--- src/mips_defines.svh ---
`ifndef MIPS_DEFINES_SVH
`define MIPS_DEFINES_SVH

// opcodes
`define R_TYPE          6'b000000
`define REGIMM_INST     6'b000001
`define J               6'b000010
`define JAL             6'b000011
`define BEQ             6'b000100
`define BNE             6'b000101
`define BLEZ            6'b000110
`define BGTZ            6'b000111
`define ADDI            6'b001000
`define ADDIU           6'b001001
`define SLTI            6'b001010
`define SLTIU           6'b001011
`define ANDI            6'b001100
`define ORI             6'b001101
`define XORI            6'b001110
`define LUI             6'b001111
`define COP0_INST       6'b010000
`define SPECIAL2_INST   6'b011100
`define SPECIAL3_INST   6'b011111
`define LB              6'b100000
`define LH              6'b100001
`define LWL             6'b100010
`define LW              6'b100011
`define LBU             6'b100100
`define LHU             6'b100101
`define LWR             6'b100110
`define SB              6'b101000
`define SH              6'b101001
`define SWL             6'b101010
`define SW              6'b101011
`define SWR             6'b101110

// SPECIAL funct
`define SLL             6'b000000
`define SRL             6'b000010   // ROTR when bit 21 set
`define SRA             6'b000011
`define SLLV            6'b000100
`define SRLV            6'b000110   // ROTRV when bit 6 set
`define SRAV            6'b000111
`define JR              6'b001000
`define JALR            6'b001001
`define MOVZ            6'b001010
`define MOVN            6'b001011
`define SYSCALL         6'b001100
`define BREAK           6'b001101
`define MFHI            6'b010000
`define MTHI            6'b010001
`define MFLO            6'b010010
`define MTLO            6'b010011
`define MULT            6'b011000
`define MULTU           6'b011001
`define DIV             6'b011010
`define DIVU            6'b011011
`define ADD             6'b100000
`define ADDU            6'b100001
`define SUB             6'b100010
`define SUBU            6'b100011
`define AND             6'b100100
`define OR              6'b100101
`define XOR             6'b100110
`define NOR             6'b100111
`define SLT             6'b101010
`define SLTU            6'b101011

// SPECIAL2 and SPECIAL3 funct
`define MADD            6'b000000
`define MADDU           6'b000001
`define MUL             6'b000010
`define MSUB            6'b000100
`define MSUBU           6'b000101
`define CLZ             6'b100000
`define CLO             6'b100001
`define EXT             6'b000000
`define INS             6'b000100
`define BSHFL           6'b100000

// BSHFL sa field
`define WSBH            5'b00010
`define SEB             5'b10000
`define SEH             5'b11000

// COP0 rs field
`define MFC0            5'b00000
`define MTC0            5'b00100
`define ERET_RS         5'b10000
`define ERET_FUNCT      6'b011000

// REGIMM rt field
`define BLTZ            5'b00000
`define BGEZ            5'b00001
`define BLTZAL          5'b10000
`define BGEZAL          5'b10001

// ALU op classes from the main decoder
`define R_TYPE_OP       6'd0
`define ADDI_OP         6'd1
`define ADDIU_OP        6'd2
`define SLTI_OP         6'd3
`define SLTIU_OP        6'd4
`define ANDI_OP         6'd5
`define ORI_OP          6'd6
`define XORI_OP         6'd7
`define LUI_OP          6'd8
`define MEM_OP          6'd9
`define ROTR_OP         6'd10
`define ROTRV_OP        6'd11
`define SPECIAL2_OP     6'd12
`define SEB_OP          6'd13
`define SEH_OP          6'd14
`define WSBH_OP         6'd15
`define EXT_OP          6'd16
`define INS_OP          6'd17
`define MTC0_OP         6'd18
`define MFC0_OP         6'd19
`define USELESS_OP      6'd63

// final ALU function codes
`define ALU_ADD         5'd0
`define ALU_ADDU        5'd1
`define ALU_SUB         5'd2
`define ALU_SUBU        5'd3
`define ALU_AND         5'd4
`define ALU_OR          5'd5
`define ALU_XOR         5'd6
`define ALU_NOR         5'd7
`define ALU_SLT         5'd8
`define ALU_SLTU        5'd9
`define ALU_SLL         5'd10
`define ALU_SRL         5'd11
`define ALU_SRA         5'd12
`define ALU_ROTR        5'd13
`define ALU_SLLV        5'd14
`define ALU_SRLV        5'd15
`define ALU_SRAV        5'd16
`define ALU_ROTRV       5'd17
`define ALU_LUI         5'd18
`define ALU_CLO         5'd19
`define ALU_CLZ         5'd20
`define ALU_MUL         5'd21
`define ALU_SEB         5'd22
`define ALU_SEH         5'd23
`define ALU_WSBH        5'd24
`define ALU_EXT         5'd25
`define ALU_INS         5'd26
`define ALU_MOVZ        5'd27
`define ALU_MOVN        5'd28
`define ALU_PASS        5'd31

// branch conditions
`define BR_NONE         3'd0
`define BR_EQ           3'd1
`define BR_NE           3'd2
`define BR_LEZ          3'd3
`define BR_GTZ          3'd4
`define BR_LTZ          3'd5
`define BR_GEZ          3'd6

// destination select
`define DST_RD          2'b00
`define DST_RT          2'b01
`define DST_LINK        2'b10
`define REG_LINK        5'd31

`endif

--- src/decodePkg.sv ---
package decodePkg;

	// instruction and data words
	typedef logic [31:0] instrT;
	typedef logic [31:0] wordT;

	typedef logic [4:0] regAddrT;

	// op class out of the main decoder
	typedef logic [5:0] aluOpT;

	// resolved ALU function
	typedef logic [4:0] aluCtrlT;

	// none, eq, ne, lez, gtz, ltz, gez
	typedef logic [2:0] branchCtrlT;

	// rd, rt or link register
	typedef logic [1:0] regDstT;

endpackage

--- src/aluDecoder.sv ---
`timescale 1ns/1ps
`include "mips_defines.svh"

module aluDecoder (
	input  decodePkg::aluOpT aluOp,
	input  logic [5:0] funct,
	output decodePkg::aluCtrlT aluCtrl
);

	always_comb begin
		case (aluOp)
			`R_TYPE_OP: begin
				case (funct)
					`ADD: aluCtrl = `ALU_ADD;
					`ADDU: aluCtrl = `ALU_ADDU;
					`SUB: aluCtrl = `ALU_SUB;
					`SUBU: aluCtrl = `ALU_SUBU;
					`AND: aluCtrl = `ALU_AND;
					`OR: aluCtrl = `ALU_OR;
					`XOR: aluCtrl = `ALU_XOR;
					`NOR: aluCtrl = `ALU_NOR;
					`SLT: aluCtrl = `ALU_SLT;
					`SLTU: aluCtrl = `ALU_SLTU;
					`SLL: aluCtrl = `ALU_SLL;
					`SRL: aluCtrl = `ALU_SRL;
					`SRA: aluCtrl = `ALU_SRA;
					`SLLV: aluCtrl = `ALU_SLLV;
					`SRLV: aluCtrl = `ALU_SRLV;
					`SRAV: aluCtrl = `ALU_SRAV;
					`MOVZ: aluCtrl = `ALU_MOVZ;
					`MOVN: aluCtrl = `ALU_MOVN;
					default: aluCtrl = `ALU_PASS;   // jumps, hi/lo moves, traps
				endcase
			end
			`SPECIAL2_OP: begin
				case (funct)
					`CLO: aluCtrl = `ALU_CLO;
					`CLZ: aluCtrl = `ALU_CLZ;
					`MUL: aluCtrl = `ALU_MUL;
					default: aluCtrl = `ALU_PASS;   // madd/msub go to the mul unit
				endcase
			end
			`ADDI_OP: aluCtrl = `ALU_ADD;
			`ADDIU_OP, `MEM_OP: aluCtrl = `ALU_ADDU;   // address calc never traps
			`SLTI_OP: aluCtrl = `ALU_SLT;
			`SLTIU_OP: aluCtrl = `ALU_SLTU;
			`ANDI_OP: aluCtrl = `ALU_AND;
			`ORI_OP: aluCtrl = `ALU_OR;
			`XORI_OP: aluCtrl = `ALU_XOR;
			`LUI_OP: aluCtrl = `ALU_LUI;
			`ROTR_OP: aluCtrl = `ALU_ROTR;
			`ROTRV_OP: aluCtrl = `ALU_ROTRV;
			`SEB_OP: aluCtrl = `ALU_SEB;
			`SEH_OP: aluCtrl = `ALU_SEH;
			`WSBH_OP: aluCtrl = `ALU_WSBH;
			`EXT_OP: aluCtrl = `ALU_EXT;
			`INS_OP: aluCtrl = `ALU_INS;
			default: aluCtrl = `ALU_PASS;   // cp0 moves and USELESS_OP
		endcase
	end

endmodule

--- src/branchJudge.sv ---
`timescale 1ns/1ps
`include "mips_defines.svh"

module branchJudge (
	input  decodePkg::branchCtrlT branchCtrl,
	input  decodePkg::wordT rsValue,
	input  decodePkg::wordT rtValue,
	output logic taken
);
	logic equal;
	logic rsNeg;
	logic rsZero;

	assign equal = (rsValue == rtValue);
	assign rsNeg = rsValue[31];   // sign bit
	assign rsZero = (rsValue == '0);

	always_comb begin
		case (branchCtrl)
			`BR_EQ: taken = equal;
			`BR_NE: taken = !equal;
			`BR_LEZ: taken = rsNeg || rsZero;
			`BR_GTZ: taken = !rsNeg && !rsZero;
			`BR_LTZ: taken = rsNeg;
			`BR_GEZ: taken = !rsNeg;
			default: taken = 1'b0;   // not a branch
		endcase
	end

endmodule

--- src/decodeStage.sv ---
`timescale 1ns/1ps
`include "mips_defines.svh"

module decodeStage (
	input  logic clk,
	input  logic rstN,
	input  logic instrValid,
	output logic instrReady,
	input  decodePkg::instrT instr,
	input  logic wbEn,
	input  decodePkg::regAddrT wbAddr,
	input  decodePkg::wordT wbData,
	output logic exValid,
	input  logic exReady,
	output decodePkg::wordT exRsValue,
	output decodePkg::wordT exRtValue,
	output decodePkg::wordT exImm,
	output decodePkg::regAddrT exDestReg,
	output logic exRegWrite,
	output logic exMemRead,
	output logic exMemWrite,
	output logic exMemToReg,
	output decodePkg::aluCtrlT exAluCtrl,
	output logic exBranchTaken,
	output logic exReserved,
	output logic exIsSyscall,
	output logic exIsBreak,
	output logic exIsEret,
	output logic exCp0Write,
	output logic exCp0ToReg,
	output logic exMulDivEn,
	output logic exHiloToReg
);
	logic signExt, regWrite, memRead, memWrite, memToReg, reserved;
	logic isBreak, isSyscall, isEret, cp0Write, cp0ToReg, hiloToReg, mulDivEn;
	decodePkg::regDstT regDst;
	decodePkg::aluOpT aluOp;
	decodePkg::branchCtrlT branchCtrl;
	decodePkg::aluCtrlT aluCtrl;
	decodePkg::wordT rsValue;
	decodePkg::wordT rtValue;
	decodePkg::wordT immExt;
	decodePkg::regAddrT destReg;
	logic taken;

	mainDecoder u_mainDecoder (
		.instr(instr), .signExt(signExt), .regWrite(regWrite), .isImm(),
		.memRead(memRead), .memWrite(memWrite), .memToReg(memToReg),
		.reserved(reserved), .isBreak(isBreak), .isSyscall(isSyscall), .isEret(isEret),
		.cp0Write(cp0Write), .cp0ToReg(cp0ToReg), .isMfc(), .mfhi(), .mflo(),
		.hiloToReg(hiloToReg), .mulDivEn(mulDivEn), .regDst(regDst),
		.aluOp(aluOp), .branchCtrl(branchCtrl)
	);

	aluDecoder u_aluDecoder (.aluOp(aluOp), .funct(instr[5:0]), .aluCtrl(aluCtrl));

	regFile u_regFile (
		.clk(clk), .rstN(rstN),
		.readAddrA(instr[25:21]), .readAddrB(instr[20:16]),
		.readDataA(rsValue), .readDataB(rtValue),
		.writeEn(wbEn), .writeAddr(wbAddr), .writeData(wbData)
	);

	branchJudge u_branchJudge (
		.branchCtrl(branchCtrl), .rsValue(rsValue), .rtValue(rtValue), .taken(taken)
	);

	always_comb begin
		case (regDst)
			`DST_RT: destReg = instr[20:16];
			`DST_LINK: destReg = `REG_LINK;
			default: destReg = instr[15:11];
		endcase
	end

	assign immExt = signExt ? {{16{instr[15]}}, instr[15:0]} : {16'b0, instr[15:0]};

	// empty, or the held entry leaves this cycle
	assign instrReady = !exValid || exReady;

	always_ff @(posedge clk) begin
		if (!rstN)
			exValid <= 1'b0;
		else if (instrReady)
			exValid <= instrValid;
	end

	always_ff @(posedge clk) begin
		if (instrValid && instrReady) begin
			exRsValue <= rsValue;
			exRtValue <= rtValue;
			exImm <= immExt;
			exDestReg <= destReg;
			exRegWrite <= regWrite;
			exMemRead <= memRead;
			exMemWrite <= memWrite;
			exMemToReg <= memToReg;
			exAluCtrl <= aluCtrl;
			exBranchTaken <= taken;
			exReserved <= reserved;
			exIsSyscall <= isSyscall;
			exIsBreak <= isBreak;
			exIsEret <= isEret;
			exCp0Write <= cp0Write;
			exCp0ToReg <= cp0ToReg;
			exMulDivEn <= mulDivEn;
			exHiloToReg <= hiloToReg;
		end
	end

	// stalled entry stays put
	assert property (@(posedge clk) disable iff (!rstN)
		(exValid && !exReady) |=> exValid && $stable({exRsValue, exRtValue, exImm,
			exDestReg, exRegWrite, exMemRead, exMemWrite, exMemToReg, exAluCtrl,
			exBranchTaken, exReserved, exIsSyscall, exIsBreak, exIsEret,
			exCp0Write, exCp0ToReg, exMulDivEn, exHiloToReg}))
		else $error("decodeStage: ID/EX entry changed under back-pressure at %0t", $time);

endmodule

--- src/mainDecoder.sv ---
`timescale 1ns/1ps
`include "mips_defines.svh"

module mainDecoder (
	input  decodePkg::instrT instr,
	output logic signExt,
	output logic regWrite,
	output logic isImm,
	output logic memRead,
	output logic memWrite,
	output logic memToReg,
	output logic reserved,
	output logic isBreak,
	output logic isSyscall,
	output logic isEret,
	output logic cp0Write,
	output logic cp0ToReg,
	output logic isMfc,
	output logic mfhi,
	output logic mflo,
	output logic hiloToReg,
	output logic mulDivEn,
	output decodePkg::regDstT regDst,
	output decodePkg::aluOpT aluOp,
	output decodePkg::branchCtrlT branchCtrl
);
	logic [5:0] op;
	logic [5:0] funct;
	logic [4:0] rs;
	logic [4:0] rt;
	logic [4:0] sa;

	assign op = instr[31:26];
	assign rs = instr[25:21];
	assign rt = instr[20:16];
	assign sa = instr[10:6];
	assign funct = instr[5:0];

	assign signExt = (op[5:2] != 4'b0011);   // ANDI, ORI, XORI, LUI zero-extend
	assign mfhi = (op == `R_TYPE) && (funct == `MFHI);
	assign mflo = (op == `R_TYPE) && (funct == `MFLO);
	assign hiloToReg = mfhi || mflo;
	assign isSyscall = (op == `R_TYPE) && (funct == `SYSCALL);
	assign isBreak = (op == `R_TYPE) && (funct == `BREAK);
	assign cp0Write = (op == `COP0_INST) && (rs == `MTC0);
	assign cp0ToReg = (op == `COP0_INST) && (rs == `MFC0);
	assign isEret = (op == `COP0_INST) && (rs == `ERET_RS) && (funct == `ERET_FUNCT);

	always_comb begin
		// no-op defaults, also what a reserved encoding ends up with
		{regWrite, regDst, isImm} = 4'b0000;
		{memToReg, memRead, memWrite} = 3'b000;
		aluOp = `USELESS_OP;
		reserved = 1'b0;
		isMfc = 1'b0;
		mulDivEn = 1'b0;
		branchCtrl = `BR_NONE;
		case (op)
			`R_TYPE: begin
				aluOp = `R_TYPE_OP;
				case (funct)
					`ADD, `ADDU, `SUB, `SUBU, `SLT, `SLTU, `AND, `OR, `XOR, `NOR,
					`SLL, `SRA, `SLLV, `SRAV, `MOVN, `MOVZ, `MFHI, `MFLO, `JALR:
						regWrite = 1'b1;
					`SRL: begin
						regWrite = 1'b1;
						if (rs[0])
							aluOp = `ROTR_OP;
					end
					`SRLV: begin
						regWrite = 1'b1;
						if (sa[0])
							aluOp = `ROTRV_OP;
					end
					`MULT, `MULTU, `DIV, `DIVU:
						mulDivEn = 1'b1;
					`JR, `MTHI, `MTLO, `SYSCALL, `BREAK:
						aluOp = `R_TYPE_OP;   // no register write
					default: begin
						aluOp = `USELESS_OP;
						reserved = 1'b1;
					end
				endcase
			end
			`ADDI, `ADDIU, `SLTI, `SLTIU, `ANDI, `ORI, `XORI, `LUI: begin
				{regWrite, regDst, isImm} = 4'b1011;
				case (op)
					`ADDI: aluOp = `ADDI_OP;
					`ADDIU: aluOp = `ADDIU_OP;
					`SLTI: aluOp = `SLTI_OP;
					`SLTIU: aluOp = `SLTIU_OP;
					`ANDI: aluOp = `ANDI_OP;
					`ORI: aluOp = `ORI_OP;
					`XORI: aluOp = `XORI_OP;
					default: aluOp = `LUI_OP;
				endcase
			end
			`BEQ: branchCtrl = `BR_EQ;
			`BNE: branchCtrl = `BR_NE;
			`BLEZ: branchCtrl = `BR_LEZ;
			`BGTZ: branchCtrl = `BR_GTZ;
			`REGIMM_INST: begin
				case (rt)
					`BLTZ: branchCtrl = `BR_LTZ;
					`BGEZ: branchCtrl = `BR_GEZ;
					`BLTZAL: begin
						branchCtrl = `BR_LTZ;
						{regWrite, regDst} = 3'b110;   // link into $31
					end
					`BGEZAL: begin
						branchCtrl = `BR_GEZ;
						{regWrite, regDst} = 3'b110;
					end
					default: reserved = 1'b1;
				endcase
			end
			`LB, `LH, `LWL, `LW, `LBU, `LHU, `LWR: begin
				aluOp = `MEM_OP;
				{regWrite, regDst, isImm} = 4'b1011;
				{memToReg, memRead, memWrite} = 3'b110;
			end
			`SB, `SH, `SWL, `SW, `SWR: begin
				aluOp = `MEM_OP;
				isImm = 1'b1;
				memWrite = 1'b1;
			end
			`J: branchCtrl = `BR_NONE;
			`JAL: {regWrite, regDst} = 3'b110;
			`COP0_INST: begin
				case (rs)
					`MTC0: aluOp = `MTC0_OP;
					`MFC0: begin
						aluOp = `MFC0_OP;
						isMfc = 1'b1;
						{regWrite, regDst} = 3'b101;   // cp0 value into rt
					end
					default: reserved = !isEret;
				endcase
			end
			`SPECIAL2_INST: begin
				aluOp = `SPECIAL2_OP;
				case (funct)
					`CLO, `CLZ: regWrite = 1'b1;
					`MUL: begin
						regWrite = 1'b1;
						mulDivEn = 1'b1;
					end
					`MADD, `MADDU, `MSUB, `MSUBU: mulDivEn = 1'b1;   // hi/lo only
					default: begin
						aluOp = `USELESS_OP;
						reserved = 1'b1;
					end
				endcase
			end
			`SPECIAL3_INST: begin
				case (funct)
					`BSHFL: begin
						regWrite = 1'b1;
						case (sa)
							`SEB: aluOp = `SEB_OP;
							`SEH: aluOp = `SEH_OP;
							`WSBH: aluOp = `WSBH_OP;
							default: begin
								regWrite = 1'b0;
								reserved = 1'b1;
							end
						endcase
					end
					`EXT: begin
						aluOp = `EXT_OP;
						{regWrite, regDst} = 3'b101;
					end
					`INS: begin
						aluOp = `INS_OP;
						{regWrite, regDst} = 3'b101;
					end
					default: reserved = 1'b1;
				endcase
			end
			default: reserved = 1'b1;
		endcase
	end

	always_comb begin
		assert (!(memRead && memWrite))
			else $error("mainDecoder: load and store decoded together at %0t", $time);
	end

endmodule

--- src/regFile.sv ---
`timescale 1ns/1ps

module regFile (
	input  logic clk,
	input  logic rstN,
	input  decodePkg::regAddrT readAddrA,
	input  decodePkg::regAddrT readAddrB,
	output decodePkg::wordT readDataA,
	output decodePkg::wordT readDataB,
	input  logic writeEn,
	input  decodePkg::regAddrT writeAddr,
	input  decodePkg::wordT writeData
);
	decodePkg::wordT regs [32];

	always_ff @(posedge clk) begin
		if (writeEn && (writeAddr != '0))
			regs[writeAddr] <= writeData;
	end

	// $0 first, then same-cycle write-back bypass
	assign readDataA = (readAddrA == '0) ? '0 :
		(writeEn && (writeAddr == readAddrA)) ? writeData : regs[readAddrA];
	assign readDataB = (readAddrB == '0) ? '0 :
		(writeEn && (writeAddr == readAddrB)) ? writeData : regs[readAddrB];

	// a write to $0 never makes it readable as nonzero
	assert property (@(posedge clk) disable iff (!rstN)
		(writeEn && (writeAddr == '0)) ##1 ((readAddrA == '0) || (readAddrB == '0))
		|-> (((readAddrA != '0) || (readDataA == '0)) &&
			((readAddrB != '0) || (readDataB == '0))))
		else $error("regFile: register 0 read nonzero at %0t", $time);

endmodule

--- config.mk ---
export PLATFORM = sky130hd
export DESIGN_NAME = decodeStage
export DESIGN_NICKNAME = d
export VERILOG_FILES = /design/src/decodePkg.sv /design/src/aluDecoder.sv /design/src/branchJudge.sv /design/src/decodeStage.sv /design/src/mainDecoder.sv /design/src/regFile.sv
export VERILOG_INCLUDE_DIRS = /design/src
export SDC_FILE = /design/constraint.sdc
export NUM_CORES = 1
export LEC_CHECK = 0
export BUFFER_PORTS_ARGS = -buffer_cell sky130_fd_sc_hd__buf_2
export CAP_MARGIN = 10
export CORE_MARGIN = 4
export CORE_UTILIZATION = 48
export DETAILED_ROUTE_END_ITERATION = 7
export HOLD_SLACK_MARGIN = 0.03
export PLACE_DENSITY_LB_ADDON = 0.15
export SETUP_SLACK_MARGIN = 0.05
export SKIP_CTS_REPAIR_TIMING = 1
export SYNTH_ARGS = -nofsm -noshare
export SYNTH_HDL_FRONTEND = slang
export SYNTH_SLANG_ARGS = --single-unit
--- constraint.sdc ---
create_clock -name clk -period 5.03 [get_ports clk]
set_clock_uncertainty 0.2 [all_clocks]
set_input_delay 0.7545 -clock clk [delete_from_list [all_inputs] [get_ports clk]]
set_output_delay 0.7545 -clock clk [all_outputs]
set_load 0.02 [all_outputs]
=== After elaboration in Yosys (flattened, before gate mapping) ===
Memories as Yosys holds them, arrays and structs flattened.
Cells that the tools add are included.

* Equal/unequal tests: 98
* Mux-type cells: 44
* Reduce and logical (&&, ||, !) cells: 50

{| class="wikitable"
|+ Operator list
! cell !! count
|-
| $eq A6 B4 Y1 const B || 22
|-
| $eq A6 B6 Y1 const B || 22
|-
| $mux W32 || 4
|-
| $pmux W5 S17 || 1
|-
| $eq A6 B5 Y1 const B || 13
|-
| $eq A6 B3 Y1 const B || 12
|-
| $pmux W6 S3 || 3
|-
| $eq A6 B2 Y1 const B || 6
|-
| $pmux W6 S6 || 1
|-
| $eq A32 B32 Y1 || 1
|-
| $logic_not A32 Y1 || 1
|-
| $reduce_or A30 Y1 || 1
|-
| $pmux W4 S7 || 1
|-
| $reduce_or A28 Y1 || 1
|-
| $reduce_or A26 Y1 || 1
|-
| $eq A5 B5 Y1 const B || 5
|-
| $reduce_or A21 Y1 || 1
|-
| $eq A6 B1 Y1 const B || 3
|-
| $logic_not A6 Y1 || 3
|-
| $mux W1 || 18
|-
| $pmux W1 S6 || 3
|-
| $reduce_or A16 Y1 || 1
|-
| $pmux W3 S5 || 1
|-
| $reduce_or A15 Y1 || 1
|-
| other kinds (31) || 66
|}

* Bits in registers: 104
* RAM bits: 1,024
* Bits in read-only memories: 320
* Input port bits: 74
* Output and inout bits: 121
* Word-level logic and storage cells: 213
* Memories kept: 2

{| class="wikitable"
|+ Memory list
! name !! words !! bits a word !! read ports !! clocked after memory_dff !! write ports !! RTL line !! source
|-
| u_regFile.regs || 32 || 32 || 2 || 0 || 1 || regFile.sv:14 || <nowiki>decodePkg::wordT regs [32];</nowiki>
|-
| (name not given) || 64 || 5 || 1 || 0 || 0 || aluDecoder.sv:13 || <nowiki>case (funct)</nowiki>
|}

=== Longest topological paths before layout ===
Gate-level depths: netlist of run 1.

* Depth in word-level cells: 8
* Depth in mapped cells: 17
* Depth with buffers taken out: 13

=== Hierarchy ===
A second synthesis of run 1 with hierarchy kept.

* Cells, all modules: 2,934
* Area, all modules: 53,407.5 sq um

{| class="wikitable"
|+ By module, submodules not included
! module !! instances !! cells each !! area each (sq um) !! sequential area each (sq um)
|-
| regFile || 1 || 2,481 || 47,833.4 || 30,749.5
|-
| decodeStage || 1 || 145 || 3,413.3 || 3,143.0
|-
| mainDecoder || 1 || 159 || 1,077.3 || 0.0
|-
| aluDecoder || 1 || 88 || 599.3 || 0.0
|-
| branchJudge || 1 || 61 || 484.2 || 0.0
|}

=== Worst setup path after synthesis of run 1 ===
No wires, ideal clock.

* Path type: input-to-reg
* From: input wbAddr[2]
* To: memory u_regFile.regs[6][0] (netlist name) (enable)
* Setup time: 468 ps
* Data arrival time: 3,764 ps
* Data required time: 4,362 ps
* Path slack: 599 ps
* Stages on the path: 4
* Path buffers: 1
* Cell sequence: clkbuf_1 nor2b_1 nand3b_1 nor3b_1

* Longest elaborated chain between the ends: 4

{| class="wikitable"
|+ RTL lines
! item !! RTL line !! source
|-
| from (decl) || decodeStage.sv:11 || <nowiki>input decodePkg::regAddrT wbAddr,</nowiki>
|-
| $reduce_bool A5 Y1 || regFile.sv:17 || <nowiki>if (writeEn && (writeAddr != '0))</nowiki>
|-
| $logic_and A1 B1 Y1 || regFile.sv:17 ||
|-
| $mux W1 || regFile.sv:17 ||
|-
| $mux W1 (implied by the code) || regFile.sv:18 || <nowiki>regs[writeAddr] <= writeData;</nowiki>
|-
| to (decl) || regFile.sv:14 ||
|}

Several ways; a longest one is shown, not always the timed one.

=== Worst setup path in the final report of run 1 ===
* From: input instr[18]
* To: register exBranchTaken (data pin)

* Longest elaborated chain between the ends: 7
* Elaborated cells on any way between the ends: 22
* Those cells by class: eq/ne: 11; mux: 5; reduce/logical: 5; memory: 1

{| class="wikitable"
|+ RTL lines
! item !! RTL line !! source
|-
| from (decl) || decodeStage.sv:9 || <nowiki>input decodePkg::instrT instr,</nowiki>
|-
| parallel branches: the longest is 3 deep, another holds $mem_v2 Z32 W32 || -- ||
|-
| $mux W32 (*) || regFile.sv:24 || <nowiki>assign readDataB = (readAddrB == '0) ? '0 :</nowiki>
|-
| net rtValue[4] || decodeStage.sv:41 || <nowiki>decodePkg::wordT rtValue;</nowiki>
|-
| $eq A32 B32 Y1 (*) || branchJudge.sv:14 || <nowiki>assign equal = (rsValue == rtValue);</nowiki>
|-
| $logic_not A1 Y1 || branchJudge.sv:21 || <nowiki>`BR_NE: taken = !equal;</nowiki>
|-
| $pmux W1 S6 (*) || branchJudge.sv:19 || <nowiki>case (branchCtrl)</nowiki>
|-
| net taken || decodeStage.sv:44 || <nowiki>logic taken;</nowiki>
|-
| to (signal assigned) || decodeStage.sv:99 || <nowiki>exBranchTaken <= taken;</nowiki>
|-
| to (decl) || decodeStage.sv:24 || <nowiki>output logic exBranchTaken,</nowiki>
|}

Mark *: on every way through the listed nets, which the timed path passes.
A chain may end at the register's enable or synchronous reset.

==> summary.txt, run 1 <==
Power and ir drop
  • Switch share: 0.246
  • Leakage Power: 21.1 nW
  • Clk pwr share: 0.411
  • Worst vdd ir: 308 uV
  • Sequential Power Share: 0.478
  • P_sw: 0.00548 W
  • Logic gate share of total power: 0.111
  • Power per cell area: 358 nW/um^2
  • Int Pwr: 0.0168 W

Synthesis
  • Synth unique cells: 95
  • Post-synthesis register bit count: 1128
  • Synth top area share: 0.628
  • Synth Flop Type: edfxtp_1
  • Synth area leaders: edfxtp_1 (63%), mux4_2 (15%), mux2i_1 (6.0%), a22oi_1 (1.8%), buf_4 (0.93%)
  • Biggest area consumer among synthesized cells: edfxtp_1
  • Syn. warnings: 0
  • Syn Area/Cell: 17.5 sq um
  • Post-synthesis sequential area ratio: 0.629
  • FFs w/ async S/R, synth: 0
  • EDFF count, synth: 1127
  • Post-Synthesis Cells: 3084
  • Mapped Area: 53900 sq um

Placed design
  • Final HPWL DP: 119000 um
  • Place WS: 0.0721 ns
  • Cells after DPL: 4841
  • IO Port Bufs: 194
  • Placer's final routability congestion estimate: 0.903

Setup path
  • R2R Setup Slk: 1.13 ns
  • CP endpoint kind: flop
  • FF-to-FF Start: u_regFile.regs[19][31]
  • CP startpoint kind: primary input
  • Setup Crit Path Kind: in2reg
  • Slowest stage delay, CP: 1.11 ns
  • Setup crit start: instr[18]
  • Slowest-stage cell, CP: o31ai_1
  • CP max FO: 34
  • Crit path arrival time: 4.65 ns
  • Cell chain of the critical path: buf_4 -> nor3_1 -> nand2_1 -> a21boi_4 -> buf_4 -> o221ai_1 -> o31ai_1 -> xor2_1 -> and4_1 -> nand4_1 -> o31a_1 -> xor2_1 -> o21ai_1
  • Critical Path RT: 5.28 ns

Clock network
  • CTS tree: yes
  • CTS buffer count: 119
  • Clk slew on worst S/H paths: 0.06 ns
  • Worst-Skew Late Latency: 0.72 ns
  • H-Tree Depth: 3
  • Max Root-Sink Buffers: 3
  • Clock tree sinks: 1128
  • CTS root buffer: clkbuf_16

STA
  • Fin. max-slew vios: 0
  • Final setup vio count: 0
  • Setup TNS: 0 ns
  • Fmax: 227 MHz
  • Hold Vio Cnt, Final: 0
  • RSZ-0062 raised after global routing: no
  • Period minus WS final: 4.41 ns
  • Final hold slack: 0.0419 ns
  • Slew HR: 0.120
  • Worst Setup Slack, final: 0.624 ns
  • Fin crit share: 0.876
  • Worst-Margin Slew: 1.31 ns

Hold path
  • Hold/Removal Path Class: in2reg
  • Worst Min Path Start: instr[7]

Finish
  • Multi-input logic area: 18700 sq um
  • Final cell count without fillers: 5071
  • Layout area overhead: 15.7%
  • Fillers: 8580
  • Layout cell share with drive strength beyond 1: 0.319
  • FF+latch area: 33900 sq um
  • NumNets Final: 3554

Die
  • CORE AREA: 111000 sq um
  • Die X: 343 um
  • # IOs: 195
  • Die H: 343 um
  • DIE AREA: 118000 sq um
  • Initial core utilization: 0.485
  • Row cnt: 122

Run
  • Max_cap viols: 0

Route
  • # DRC: 0
  • Routed vias: 35100
  • DRT Wirelength: 189000 um
  • Pre-antenna DRT Iters: 5
  • Initial detailed-routing violation count: 4942
  • Vias/cell: 6.93
  • Final ANT Viol Nets: 0
  • WL/cell: 37.2 um

GRT
  • First-pass GRT wire length: 263000 um
  • Vias in the first global route: 35100
  • GRT overflow: 0
  • Initial antenna violation count: 9
  • Gr usage total: 0.317
  • Largest net degree at the start of global routing: 58

Run status
  • Status: finished, final reports clean
-- metal layers --
layer | global-route usage | up-vias | wire, um
met5 | 0 | - | 29
met4 | 0.131 | 4 | 8760
met3 | 0.0764 | 448 | 22300
met2 | 0.484 | 2583 | 85600
met1 | 0.441 | 18300 | 71900
li1 | - | 13800 | -
-- stage by stage --
stage	util	total power, W	cell area, sq um
after global routing	0.562	0.0229	62300
after CTS	0.562	0.0223	62300
after global placement	0.525	0.0133	58300
final	0.562	0.0223	62300
after floorplan	-	0.0122	54000
after detailed placement	0.525	0.0133	58300
-- path summary, 6_finish.rpt --
path | cells past startpoint | endpoint
max | 13 | exBranchTaken
min | 1 | exImm[7]
max reg2reg | 11 | exBranchTaken
min reg2reg | 2 | exValid
-- layout make-up --
cell class,count,share of cell area
clock inverter,81,0.0140
clock buffer,144,0.0508
sequential,1128,0.543
timing repair buffer,490,0.0602
inverter,32,0.00193
multi-input combinational,1703,0.300
antenna,5,0.000201
tap,1488,0.0299
-- cell usage in the layout, fill, tap and decap left out, types with 11 or more instances in the layout --
cell type  instances
a21oi_1           53
clkbuf_16        123
nand2b_1          14
xnor2_1           21
o21ai_0           39
o221ai_1          17
buf_12            41
conb_1            32
a22o_1            24
o22ai_1           29
buf_2            187
mux2_2            26
a221oi_1          39
clkinv_2          23
a32o_1            21
a211oi_1          21
and4_1            12
xor2_1            23
a31oi_1           12
nand3_1           32
edfxtp_1        1127
bufinv_16         16
nand3b_1          12
clkinv_1          20
nor2_4            28
nor2b_1           19
nor3_1            26
buf_4            258
and2_1            11
nand4_1           21
mux2i_1          324
nor2_1            49
mux4_2           370
inv_1             30
nand2_1          107
clkbuf_1          20
a22oi_1          128
-- power groups by stage --
stage | Sequential (W) | Clock (W) | Combinational, W
floorplan | 0.0109 | 0 | 0.00127
global placement | 0.0108 | 0 | 0.00242
detailed placement | 0.0109 | 0 | 0.00243
CTS | 0.0107 | 0.00924 | 0.00244
global route | 0.0107 | 0.00964 | 0.00257
finish | 0.0107 | 0.00916 | 0.00248
-- critical path, delay by kind of cell --
family | cells | cell delay, ns
buffers and inverters | 2 | 0.86
AND/OR/NAND/NOR | 4 | 0.67
AO/OA/AOI/OAI | 5 | 1.99
XOR/XNOR | 2 | 0.33
-- synthesized netlist by cell type (all sizes together), types with 8 or more instances --
library cell  instances
inv                  31
or3                   9
buf                 187
a211oi               21
nor3b                 9
and3                 11
o211ai                8
mux4                373
nor2                 78
a22oi               128
nand3b               12
and4                 12
xor2                 23
a221oi               39
o22ai                29
a22o                 24
nor4                 13
nand4                21
nor3                 28
a32o                 21
o221ai               17
mux2i               324
clkbuf               65
nor2b                23
a21oi                53
xnor2                21
o31ai                 9
o21ai                45
nand2               107
mux2                 26
nand3                32
nand2b               14
a32oi                10
and2                 12
edfxtp             1127
a31oi                12
-- registers in the layout, summed over array words and instances, names as in the netlist, 5 cells and up --
signal and cells:
exAluCtrl 5, exImm 17, exRsValue 32, exRtValue 32, u_regFile.regs 1024, exDestReg 5
-- kinds of logic (layout without fill, tap and decap cells) --
kind of cell | count (synthesis) | count (layout) | synth area share
muxes | 723 | 723 | 0.222
xor gates and xnor gates | 44 | 44 | 0.00716
and+or+nand+nor | 419 | 419 | 0.0424
other | 1 | 37 | 0.0000696
DFF | 1128 | 1128 | 0.629
AOI/OAI and AO/OA | 479 | 479 | 0.0666
adders and majority gates | 6 | 6 | 0.00139
buffers and inverters | 284 | 747 | 0.0317
Power figures use the tool's default switching activity.
==> run 2: changes to the inputs <==
--- a/config.mk
+++ b/config.mk
@@ -8,6 +8,7 @@
 export LEC_CHECK = 0
 export BUFFER_PORTS_ARGS = -buffer_cell sky130_fd_sc_hd__buf_2
 export CAP_MARGIN = 10
+export CORE_ASPECT_RATIO = 1.1
 export CORE_MARGIN = 4
 export CORE_UTILIZATION = 48
 export DETAILED_ROUTE_END_ITERATION = 7
==> summary.txt, run 2 (synthesis results as in run 1) <==
Finish
  • NumNets Final: 3532 (-0.62%)
  • Commonest non-fill, non-tap cell in the layout: edfxtp_1
  • Top reg by flops: u_regFile.regs
  • Largest register FFs: 1024 (unchanged)
  • Most frequent cells in the layout: edfxtp_1 (1127), mux4_2 (370), mux2i_1 (324), buf_4 (221), buf_2 (187)
  • Layout area overhead: 15.2%
  • Fillers: 8523 (-0.66%)
  • Layout cell share with drive strength beyond 1: 0.309 (-0.00968)
  • Biggest regs: u_regFile.regs (1024), exRsValue (32), exRtValue (32)

STA
  • Final hold slack: 0.0451 ns (+0.00325 ns)
  • Hold Vio Cnt, Final: 0 (unchanged)
  • Fin. max-slew vios: 0 (unchanged)
  • Final setup vio count: 0 (unchanged)
  • Setup TNS: 0 ns (unchanged)
  • Worst-Margin Slew: 1.15 ns (-0.158 ns)
  • Period minus WS final: 4.40 ns (-0.00556 ns)
  • Fin crit share: 0.875 (-0.00111)
  • Slew HR: 0.231 (+0.111)
  • Fmax: 227 MHz (+0.13%)
  • RSZ-0062 raised after global routing: no

Placed design
  • IO Port Bufs: 194 (unchanged)
  • Final HPWL DP: 122000 um (+2.4%)
  • Placer's final routability congestion estimate: 0.936 (+3.7%)

Clock network
  • Clock tree sinks: 1128 (unchanged)
  • Clk slew on worst S/H paths: 0.06 ns (about the same)
  • CTS root buffer: clkbuf_16
  • Worst-Skew Late Latency: 0.74 ns (+0.02 ns)
  • Max Root-Sink Buffers: 3 (unchanged)
  • CTS buffer count: 118 (-0.84%)
  • CTS tree: yes
  • H-Tree Depth: 3 (unchanged)

Power and ir drop
  • Power per cell area: 351 nW/um^2 (-1.8%)
  • Leakage Power: 20.9 nW (-0.89%)
  • Worst vdd ir: 270 uV (-13%)

GRT
  • Initial antenna violation count: 14 (+5)
  • First-pass GRT wire length: 266000 um (+1.2%)
  • Largest net degree at the start of global routing: 64 (+10%)
  • Vias in the first global route: 34900 (-0.63%)
  • Gr usage total: 0.319 (+0.00213)
  • GRT overflow: 0 (unchanged)

Setup path
  • CP max FO: 36 (+5.9%)
  • Slowest stage delay, CP: 0.91 ns (-0.20 ns)
  • CP dominant cell by count: buf_4
  • Critical Path RT: 5.28 ns (about the same)
  • Critical path buffer and inverter count: 5 (+3)
  • Crit path arrival time: 4.65 ns (about the same)
  • Slowest-stage cell, CP: o31ai_1
  • CP endpoint kind: flop
  • CP startpoint kind: primary input
  • R2R Setup Slk: 1.08 ns (-0.05 ns)
  • CP delay by family, top: compound AO/OA/AOI/OAI gates
  • Cell chain of the critical path: buf_8 -> buf_12 -> or3_1 -> buf_4 -> buf_4 -> o22ai_1 -> nor3_1 -> o31ai_1 -> xor2_1 -> nor4_1 -> buf_4 -> nand4_1 -> o31a_1 -> xor2_1 -> o21ai_1
  • Setup Crit Path Kind: in2reg

Route
  • Initial detailed-routing violation count: 5537 (+12%)
  • Pre-antenna DRT Iters: 7 (+2)
  • Routed vias: 35200 (+0.30%)
  • DRT Wirelength: 190000 um (+0.59%)
  • Final ANT Viol Nets: 0 (unchanged)
  • Vias/cell: 6.97 (+0.68%)
  • # DRC: 0 (unchanged)
  • WL/cell: 37.6 um (+0.97%)

Hold path
  • Hold/Removal Path Class: in2reg

Die
  • Row cnt: 128 (+4.9%)
  • Die H: 359 um (+4.8%)
  • Die X: 327 um (-4.5%)
  • CORE AREA: 111000 sq um (about the same)
  • Initial core utilization: 0.485 (about the same)
  • DIE AREA: 118000 sq um (about the same)
  • # IOs: 195 (unchanged)

Run
  • Max_cap viols: 0 (unchanged)

Run status
  • Status: finished, final reports clean
-- run 2: changes by cell type in the layout (fill, tap and decap cells not counted), sizes merged, moves of 4 or more --
| cell | delta |
|---|---|
| buf | -27 |
| clkinv | +12 |
| inv | -11 |
| bufinv | -6 |
| dlygate4sd3 | +6 |
| clkbuf | -4 |
-- run 2: report_power, final --
part	switching [W]	total [W]	internal, W
clock network	0.00376	0.00864	0.00488
registers	0.0000923	0.0107	0.0106
logic	0.00155	0.00249	0.000932
-- run 2: stage by stage --
stage	std cells	area [sq um]	worst slack, ns	utilization	total power, W
floorplan	3115	54000	0.599	-	0.0122
global placement	4821	58200	0.0139	0.525	0.0133
detailed placement	4821	58200	0.0435	0.525	0.0133
CTS	5040	62000	0.826	0.558	0.0218
global route	5047	62000	0.584	0.559	0.0224
finish	5052	62100	0.630	0.559	0.0218
-- run 2: area by class of cell --
cell class,count,area [sq um],area share
Sequential cell,1128,33900,0.546
Clock inverter,79,661,0.0106
Inverter,32,120,0.00194
Timing Repair Buffer,469,3740,0.0602
Antenna cell,6,15.0,0.000242
Clock buffer,140,3100,0.0499
Multi-Input combinational cell,1703,18700,0.301
Tap cell,1495,1870,0.0301
-- run 2: path summary, 6_finish.rpt --
path,from,to,cells after the start
worst min register to register,exValid,exValid,2
worst max register to register,u_regFile.regs[25][10],exBranchTaken,11
worst min-delay path,instr[14],exImm[14],1
worst max-delay path,instr[16],exBranchTaken,15
-- run 2: layer usage --
layer | track usage | routed length, um
met5 | 0 | 23
met3 | 0.0727 | 22500
met4 | 0.125 | 8110
met1 | 0.442 | 71100
met2 | 0.494 | 87900
